===== src/design/sata_phy_pkg.sv =====
package sata_phy_pkg;

	////////////////////////////////////////
	// byte and primitive constants
	////////////////////////////////////////
	localparam logic [7:0] K28_5 = 8'hBC;
	localparam logic [7:0] D10_2 = 8'h4A;
	localparam logic [7:0] D27_3 = 8'h7B;
	localparam int ALIGN_LEN = 4;

	// retry timer limits, in cycles
	localparam int COM_RETRY_CYCLES = 100;
	localparam int ALIGN_WAIT_CYCLES = 200;
	localparam int NONALIGN_NEEDED = 6;
	localparam int TIMER_W = 8;

	////////////////////////////////////////
	// types
	////////////////////////////////////////
	typedef enum logic {
		COM_RESET,
		COM_WAKE
	} com_type_e;

	typedef enum logic [3:0] {
		LS_IDLE,
		LS_COMRESET,
		LS_AWAIT_COMINIT,
		LS_AWAIT_NOCOMINIT,
		LS_COMWAKE,
		LS_AWAIT_COMWAKE,
		LS_AWAIT_NOCOMWAKE,
		LS_AWAIT_ALIGN,
		LS_SEND_ALIGN,
		LS_AWAIT_NONALIGN,
		LS_READY
	} link_state_e;

	typedef enum logic [1:0] {
		TXM_D10_2,
		TXM_ALIGN,
		TXM_USER
	} tx_mode_e;

	typedef struct packed {
		logic [7:0] data;
		logic charisk;
	} tx_byte_t;

	typedef struct packed {
		logic [7:0] data;
		logic disp_err;
		logic not_in_table;
		logic byte_aligned;
	} rx_byte_t;

	// transceiver rx status levels
	typedef struct packed {
		logic cominit_det;
		logic comwake_det;
		logic com_done;
	} oob_status_t;

	typedef struct packed {
		logic com_start;
		com_type_e com_type;
	} oob_cmd_t;

	// byte position inside one ALIGN primitive
	typedef logic [$clog2(ALIGN_LEN)-1:0] align_idx_t;
	localparam align_idx_t ALIGN_IDX_LAST = align_idx_t'(ALIGN_LEN - 1);

	// ALIGN is K28.5 D10.2 D10.2 D27.3, only the first byte is a K char
	function automatic tx_byte_t align_byte(input align_idx_t idx);
		tx_byte_t b;
		case (idx)
			align_idx_t'(0): b = '{data: K28_5, charisk: 1'b1};
			ALIGN_IDX_LAST: b = '{data: D27_3, charisk: 1'b0};
			default: b = '{data: D10_2, charisk: 1'b0};
		endcase
		return b;
	endfunction

endpackage


===== src/design/align_rx_detect.sv =====
`timescale 1ns/10ps

module align_rx_detect
	import sata_phy_pkg::*;
(
	input logic DCM_CLK2X_OUT,
	input logic PHYRESET,
	input rx_byte_t rx,
	input logic align_hunt,
	output logic align_seen,
	output logic nonalign_ok
);

	localparam int CNT_W = $clog2(NONALIGN_NEEDED + 1);
	localparam logic [CNT_W-1:0] CNT_DONE = CNT_W'(NONALIGN_NEEDED);
	localparam logic [CNT_W-1:0] CNT_LAST = CNT_W'(NONALIGN_NEEDED - 1);

	align_idx_t match_idx;
	align_idx_t grp_idx;
	logic [CNT_W-1:0] grp_cnt;
	tx_byte_t exp_byte;
	logic byte_ok;
	logic hit;
	logic first_hit;
	logic full_match;
	logic grp_end;

	////////////////////////////////////////
	// byte matcher
	////////////////////////////////////////
	always_comb
	begin
		byte_ok = !rx.disp_err && !rx.not_in_table && rx.byte_aligned;
		exp_byte = align_byte(match_idx);
		hit = byte_ok && (rx.data == exp_byte.data);
		first_hit = byte_ok && (rx.data == K28_5);
		full_match = hit && (match_idx == ALIGN_IDX_LAST);
		grp_end = (grp_idx == ALIGN_IDX_LAST);
	end

	always_ff @(posedge DCM_CLK2X_OUT or posedge PHYRESET)
	begin
		if (PHYRESET)
			match_idx <= '0;
		else if (hit)
			match_idx <= full_match ? align_idx_t'(0) : match_idx + 1'b1;
		// a stray K28.5 may still open a new ALIGN
		else if (first_hit)
			match_idx <= align_idx_t'(1);
		else
			match_idx <= '0;
	end

	////////////////////////////////////////
	// non-ALIGN primitive count
	////////////////////////////////////////
	always_ff @(posedge DCM_CLK2X_OUT or posedge PHYRESET)
	begin
		if (PHYRESET)
		begin
			grp_idx <= '0;
			grp_cnt <= '0;
			align_seen <= 1'b0;
			nonalign_ok <= 1'b0;
		end
		else
		begin
			align_seen <= align_hunt && full_match;
			nonalign_ok <= !align_hunt && !full_match && grp_end && (grp_cnt == CNT_LAST);
			// groups restart at the end of every ALIGN
			if (align_hunt || full_match)
			begin
				grp_idx <= '0;
				grp_cnt <= '0;
			end
			else
			begin
				grp_idx <= grp_idx + 1'b1;
				if (grp_end && grp_cnt != CNT_DONE)
					grp_cnt <= grp_cnt + 1'b1;
			end
		end
	end

endmodule


===== src/design/oob_burst_tx.sv =====
`timescale 1ns/10ps

module oob_burst_tx
	import sata_phy_pkg::*;
(
	input logic DCM_CLK2X_OUT,
	input logic PHYRESET,
	input logic burst_go,
	input com_type_e burst_type,
	input logic com_done,
	output oob_cmd_t oob_cmd,
	output logic burst_done
);

	typedef enum logic [1:0] {
		BT_IDLE,
		BT_START,
		BT_WAIT,
		BT_END
	} burst_state_e;

	burst_state_e bstate;

	// type first, then start, start held until the transceiver is done
	always_ff @(posedge DCM_CLK2X_OUT or posedge PHYRESET)
	begin
		if (PHYRESET)
		begin
			bstate <= BT_IDLE;
			oob_cmd <= '{com_start: 1'b0, com_type: COM_RESET};
			burst_done <= 1'b0;
		end
		else
		begin
			burst_done <= 1'b0;
			case (bstate)
				BT_IDLE:
					if (burst_go)
					begin
						oob_cmd.com_type <= burst_type;
						bstate <= BT_START;
					end
				BT_START:
				begin
					oob_cmd.com_start <= 1'b1;
					bstate <= BT_WAIT;
				end
				BT_WAIT:
					if (com_done)
					begin
						oob_cmd.com_start <= 1'b0;
						bstate <= BT_END;
					end
				default:
				begin
					burst_done <= 1'b1;
					bstate <= BT_IDLE;
				end
			endcase
		end
	end

endmodule


===== src/design/oob_link_fsm.sv =====
`timescale 1ns/10ps

module oob_link_fsm
	import sata_phy_pkg::*;
(
	input logic DCM_CLK2X_OUT,
	input logic PHYRESET,
	input oob_status_t oob_status,
	input logic burst_done,
	input logic align_seen,
	input logic align_sent,
	input logic nonalign_ok,
	output logic burst_go,
	output com_type_e burst_type,
	output logic align_hunt,
	output tx_mode_e tx_mode,
	output logic phy_rdy
);

	localparam logic [TIMER_W-1:0] COM_LIMIT = TIMER_W'(COM_RETRY_CYCLES - 1);
	localparam logic [TIMER_W-1:0] ALIGN_LIMIT = TIMER_W'(ALIGN_WAIT_CYCLES - 1);
	localparam logic [TIMER_W-1:0] TIMER_MAX = '1;

	link_state_e state;
	link_state_e next_state;
	logic [TIMER_W-1:0] timer;

	////////////////////////////////////////
	// next state
	////////////////////////////////////////
	always_comb
	begin
		next_state = state;
		case (state)
			LS_IDLE:
				next_state = LS_COMRESET;
			LS_COMRESET:
				if (burst_done)
					next_state = LS_AWAIT_COMINIT;
			LS_AWAIT_COMINIT:
			begin
				if (oob_status.cominit_det)
					next_state = LS_AWAIT_NOCOMINIT;
				else if (timer == COM_LIMIT)
					next_state = LS_COMRESET;
			end
			LS_AWAIT_NOCOMINIT:
				if (!oob_status.cominit_det)
					next_state = LS_COMWAKE;
			LS_COMWAKE:
				if (burst_done)
					next_state = LS_AWAIT_COMWAKE;
			LS_AWAIT_COMWAKE:
			begin
				if (oob_status.comwake_det)
					next_state = LS_AWAIT_NOCOMWAKE;
				else if (timer == COM_LIMIT)
					next_state = LS_COMRESET;
			end
			LS_AWAIT_NOCOMWAKE:
				if (!oob_status.comwake_det)
					next_state = LS_AWAIT_ALIGN;
			LS_AWAIT_ALIGN:
			begin
				if (align_seen)
					next_state = LS_SEND_ALIGN;
				else if (timer == ALIGN_LIMIT)
					next_state = LS_COMRESET;
			end
			LS_SEND_ALIGN:
				if (align_sent)
					next_state = LS_AWAIT_NONALIGN;
			LS_AWAIT_NONALIGN:
			begin
				if (nonalign_ok)
					next_state = LS_READY;
				else if (timer == ALIGN_LIMIT)
					next_state = LS_COMRESET;
			end
			LS_READY:
				next_state = LS_READY;
			default:
				next_state = LS_IDLE;
		endcase
	end

	// state and shared retry timer, cleared on each state change
	always_ff @(posedge DCM_CLK2X_OUT or posedge PHYRESET)
	begin
		if (PHYRESET)
		begin
			state <= LS_IDLE;
			timer <= '0;
		end
		else
		begin
			state <= next_state;
			if (next_state != state)
				timer <= '0;
			else if (timer != TIMER_MAX)
				timer <= timer + 1'b1;
		end
	end

	////////////////////////////////////////
	// stage controls, aligned with state
	////////////////////////////////////////
	always_ff @(posedge DCM_CLK2X_OUT or posedge PHYRESET)
	begin
		if (PHYRESET)
		begin
			burst_go <= 1'b0;
			burst_type <= COM_RESET;
			align_hunt <= 1'b0;
			tx_mode <= TXM_D10_2;
			phy_rdy <= 1'b0;
		end
		else
		begin
			// one burst request on entry to either burst state
			burst_go <= (next_state != state) &&
				(next_state == LS_COMRESET || next_state == LS_COMWAKE);
			burst_type <= (next_state == LS_COMWAKE) ? COM_WAKE : COM_RESET;
			align_hunt <= (next_state == LS_AWAIT_ALIGN);
			phy_rdy <= (next_state == LS_READY);
			case (next_state)
				LS_SEND_ALIGN, LS_AWAIT_NONALIGN: tx_mode <= TXM_ALIGN;
				LS_READY: tx_mode <= TXM_USER;
				default: tx_mode <= TXM_D10_2;
			endcase
		end
	end

endmodule


===== src/design/sata_phy_ctrl.sv =====
`timescale 1ns/10ps

module sata_phy_ctrl
	import sata_phy_pkg::*;
(
	input logic DCM_CLK2X_OUT,
	input logic PHYRESET,
	input rx_byte_t rx,
	input oob_status_t oob_status,
	input tx_byte_t user_tx,
	output tx_byte_t tx,
	output oob_cmd_t oob_cmd,
	output logic phy_rdy
);

	logic burst_go;
	com_type_e burst_type;
	logic burst_done;
	logic align_hunt;
	logic align_seen;
	logic nonalign_ok;
	logic align_sent;
	tx_mode_e tx_mode;

	////////////////////////////////////////
	// link state machine
	////////////////////////////////////////
	oob_link_fsm link_fsm0 (
		.DCM_CLK2X_OUT (DCM_CLK2X_OUT),
		.PHYRESET      (PHYRESET),
		.oob_status    (oob_status),
		.burst_done    (burst_done),
		.align_seen    (align_seen),
		.align_sent    (align_sent),
		.nonalign_ok   (nonalign_ok),
		.burst_go      (burst_go),
		.burst_type    (burst_type),
		.align_hunt    (align_hunt),
		.tx_mode       (tx_mode),
		.phy_rdy       (phy_rdy)
	);

	// out-of-band stage
	oob_burst_tx burst_tx0 (
		.DCM_CLK2X_OUT (DCM_CLK2X_OUT),
		.PHYRESET      (PHYRESET),
		.burst_go      (burst_go),
		.burst_type    (burst_type),
		.com_done      (oob_status.com_done),
		.oob_cmd       (oob_cmd),
		.burst_done    (burst_done)
	);

	// alignment and data stages
	align_rx_detect align_rx0 (
		.DCM_CLK2X_OUT (DCM_CLK2X_OUT),
		.PHYRESET      (PHYRESET),
		.rx            (rx),
		.align_hunt    (align_hunt),
		.align_seen    (align_seen),
		.nonalign_ok   (nonalign_ok)
	);

	tx_byte_gen tx_gen0 (
		.DCM_CLK2X_OUT (DCM_CLK2X_OUT),
		.PHYRESET      (PHYRESET),
		.tx_mode       (tx_mode),
		.user_tx       (user_tx),
		.tx            (tx),
		.align_sent    (align_sent)
	);

endmodule


===== src/design/tx_byte_gen.sv =====
`timescale 1ns/10ps

module tx_byte_gen
	import sata_phy_pkg::*;
(
	input logic DCM_CLK2X_OUT,
	input logic PHYRESET,
	input tx_mode_e tx_mode,
	input tx_byte_t user_tx,
	output tx_byte_t tx,
	output logic align_sent
);

	localparam tx_byte_t FILLER = '{data: D10_2, charisk: 1'b0};

	align_idx_t tx_idx;

	// position in the outgoing ALIGN
	always_ff @(posedge DCM_CLK2X_OUT or posedge PHYRESET)
	begin
		if (PHYRESET)
		begin
			tx_idx <= '0;
			align_sent <= 1'b0;
		end
		else
		begin
			align_sent <= (tx_mode == TXM_ALIGN) && (tx_idx == ALIGN_IDX_LAST);
			if (tx_mode == TXM_ALIGN)
				tx_idx <= tx_idx + 1'b1;
			else
				tx_idx <= '0;
		end
	end

	////////////////////////////////////////
	// transmit byte register
	////////////////////////////////////////
	always_ff @(posedge DCM_CLK2X_OUT or posedge PHYRESET)
	begin
		if (PHYRESET)
			tx <= FILLER;
		else
		begin
			case (tx_mode)
				TXM_ALIGN: tx <= align_byte(tx_idx);
				TXM_USER: tx <= user_tx;
				default: tx <= FILLER;
			endcase
		end
	end

endmodule


===== config.mk =====
export PLATFORM = sky130hd
export DESIGN_NAME = sata_phy_ctrl
export DESIGN_NICKNAME = d
export VERILOG_FILES = /design/src/design/sata_phy_pkg.sv /design/src/design/align_rx_detect.sv /design/src/design/oob_burst_tx.sv /design/src/design/oob_link_fsm.sv /design/src/design/sata_phy_ctrl.sv /design/src/design/tx_byte_gen.sv
export SDC_FILE = /design/constraint.sdc
export NUM_CORES = 1
export LEC_CHECK = 0
export BUFFER_PORTS_ARGS = -buffer_cell sky130_fd_sc_hd__buf_2
export CAP_MARGIN = 20
export CORE_ASPECT_RATIO = 1.25
export CORE_MARGIN = 4
export CORE_UTILIZATION = 53
export CTS_BUF_LIST = sky130_fd_sc_hd__clkbuf_4
export DETAILED_ROUTE_END_ITERATION = 10
export PLACE_DENSITY = 0.73
export SLEW_MARGIN = 20
export SYNTH_ARGS = -nofsm -noshare
export SYNTH_HDL_FRONTEND = slang
export SYNTH_SLANG_ARGS = --single-unit

===== constraint.sdc =====
create_clock -name DCM_CLK2X_OUT -period 3.7 [get_ports DCM_CLK2X_OUT]
set_clock_uncertainty 0.05 [all_clocks]
set_input_delay 0.74 -clock DCM_CLK2X_OUT [delete_from_list [all_inputs] [get_ports DCM_CLK2X_OUT]]
set_output_delay 0.74 -clock DCM_CLK2X_OUT [all_outputs]
set_load 0.01 [all_outputs]

==> metrics.yaml <==
status:
  run_status: "complete, no violations"
sta:
  grt_setup_unrepaired: "false"
  setup-tns-final_ns: 0
  slew_headroom_pct: 49.6
  fin_crit_ns: 2.39
  slew_viol_final: 0
  setup-violations-final: 0
  hold_viol_final: 0
  fin_crit_sh_pct: 64.6
  fmax_ghz: 0.418
  tightest_slew_ns: 0.754
synth:
  synth_edf_count: 0
  ys_types: 57
  synth-seq-cells: 43
  synth-main-ff-cell: "dfrtp_1"
  syn_area_um2: 2370
  yosysWarningCount: 0
  ys_async_sr_fraction_pct: 100
  syn_nets: 287
  synth_top_cell_area_share_pct: 42.3
  synthTopCellsByArea: "dfrtp_1 (42%), ha_1 (9.0%), nor2_1 (3.8%), nand2_1 (3.5%), a21oi_1 (3.4%)"
  synth-seq-area-share_pct: 45.6
  syn_inst: 245
  synth_top_area_cell: "dfrtp_1"
  avgSynthCellArea_um2: 9.66
setup_path:
  path_max_fanout: 15
  path_class: "reg -> reg"
  start_kind: "register"
  arrival_ns: 2.59
  cp_data_required_time_ns: 3.90
  end_kind: "register"
clocking:
  clk_path_buf_depth: 2
  cts_resized: 0
  clock-root-buffer: "clkbuf_4"
  cts.clk_slew.worst_paths_ns: 0.13
  postCtsSetupBuffers: 0
  tritoncts: "yes"
  htreeDepth: 2
  cts_sinks: 43
  cts_buffers: 5
  clk_latency_ns: 0.35
  cts_hold_buffers: 0
global_routing:
  grt_overflow: 0
  grt_max_degree: 44
  grt_pass1_vias: 1833
  grt_pass1_wl_mm: 7.89
  grt_usage_pct: 18.5
  antenna_found_initial: 0
power_and_ir_drop:
  ir_worst_vdd_uv: 263
  power.density_nw_per_um2: 314
  p_leak_nw: 1.28
place:
  hpwl_mm: 3.16
  placed_cell_area_um2: 2590
  place_inst: 332
  routabilityCongestion: 0.775
  port_buffers: 36
finish:
  n_fill_cell: 361
  num_antenna_cells: 0
  area_growth_pct: 12.7
  layout-drive-gt1-share_pct: 20.4
  fin_area_um2: 2670
  fin_cells: 340
  nNetsFinal: 325
floorplanning:
  io_pins: 37
  die_w_um: 67.8
  floorplan.die_area_um2: 5600
  die_y_um: 82.7
  num_rows: 26
  core_area_um2: 4200
  initial_core_util_pct: 56.4
route:
  drc_errors: 0
  drtIter0Drc: 79
  ant_nets: 0
  wl_mm: 4.40
  viasPerCell: 5.38
  wl_per_cell_um: 12.9
  first_pass_iters: 4
  vias: 1828
min_path:
  hold_path_class: "reg -> reg"
run:
  cap_viol_max_count: 0
## cells in the mapped netlist (all sizes together), types with 3 or more instances
library cell and count:
dfstp 3, nand2 22, buf 3, a31oi 3, nor2b 3, nor2 24
mux2 3, and3 4, nor3b 4, dfrtp 40, clkbuf 3, a21oi 16
o21ai 8, nand2b 5, nor3 10, ha 17, xnor2 4, nand3b 4
inv 21, and2 7, nand3 6
## path summary, 6_finish.rpt
| kind | start | to | slack, ns | depth (start not counted) |
|---|---|---|---|---|
| max | link_fsm0.state[1] | link_fsm0.burst_go | 1.31 | 6 |
| min | align_rx0.grp_idx[0] | align_rx0.grp_idx[0] | 0.39 | 1 |
| max reg2reg | link_fsm0.state[1] | link_fsm0.burst_go | 1.31 | 6 |
| min reg2reg | align_rx0.grp_idx[0] | align_rx0.grp_idx[0] | 0.39 | 1 |
| max in group asynchronous | PHYRESET | tx_gen0.tx[4] | 2.79 | 3 |
| min in group asynchronous | PHYRESET | tx_gen0.tx[6] | 0.44 | 3 |
## layout by cell type, fill, tap and decap left out, types with 2 or more instances in the layout
cell type	Yosys	final
xnor2_1	4	4
and3_1	4	4
o31ai_1	2	2
dfstp_2	3	3
or3b_2	2	2
a31oi_1	3	3
nand2_1	22	22
ha_1	17	17
nand3_1	5	5
and2_1	7	7
buf_2	1	36
nor2b_1	3	3
o211ai_1	2	2
dfrtp_1	40	40
a21oi_1	16	16
o21ai_0	7	7
mux2i_1	2	2
nor2_1	24	24
nor3b_1	4	4
nor3_1	10	10
a22oi_1	2	2
inv_1	21	21
clkbuf_4	0	5
nand3b_1	4	4
nand2b_1	4	4
mux2_2	2	2
## critical path, cell delays in order, from the launching register on
cell	delay (ns)
dfrtp_1	0.55
or3b_2	0.51
a21oi_1	0.15
a22oi_1	0.11
nand3_2	0.18
mux2_4	0.37
o311a_1	0.36
## cells by family (layout without fill, tap and decap cells)
kind of cell | count (synthesis) | count (layout) | share of synthesized area [%]
AND/OR/NAND/NOR | 102 | 102 | 23.3
AO/OA/AOI/OAI | 46 | 46 | 13.0
multiplexers | 5 | 5 | 2.43
XOR/XNOR | 5 | 5 | 1.85
buffers and inverters | 27 | 66 | 4.81
adder cells (fa/ha/maj) | 17 | 17 | 8.99
flip-flops | 43 | 43 | 45.6
## final cells by class
cell class | instances | area [um2] | area share (%)
Clock buffer | 5 | 37.5 | 1.41
Clock inverter | 3 | 38.8 | 1.45
Inverter | 21 | 78.8 | 2.96
Multi-Input combinational cell | 175 | 1170 | 44.0
Sequential cell | 43 | 1080 | 40.5
Tap cell | 56 | 70.1 | 2.63
Timing Repair Buffer | 37 | 188 | 7.04
## state kept, by name, indices dropped and copies added (netlist names), 2 cells and up
signal and count:
align_rx0.grp_cnt 3, align_rx0.grp_idx 2, align_rx0.match_idx 2, burst_tx0.bstate 2, burst_tx0.oob_cmd 2, link_fsm0.state 4
link_fsm0.timer 8, tx_gen0.tx 9, tx_gen0.tx_idx 2
## power breakdown
part	internal, mW	switching [mW]
combinational	0.0278	0.0307
sequential	0.478	0.0108
clock	0.139	0.152
## metal layers
layer,global-route usage (%),share of wire (%),up-vias
li1,-,-,921
met1,22.6,43,856
met2,30.9,50,39
met3,4.19,4.5,12
met4,8.32,2.5,0
met5,0,0,-
## per-stage QoR
stage	util [%]	worst slack, ns	hold slack, ns	power, mW
after detailed placement	61.7	1.06	0.373	0.557
after global routing	63.5	1.13	0.449	0.877
after floorplan	-	1.49	0.360	0.531
after CTS	63.5	1.23	0.391	0.850
after global placement	61.7	1.17	0.371	0.556
final	63.5	1.31	0.390	0.838
Note: power is estimated with default switching activity, not from simulation.
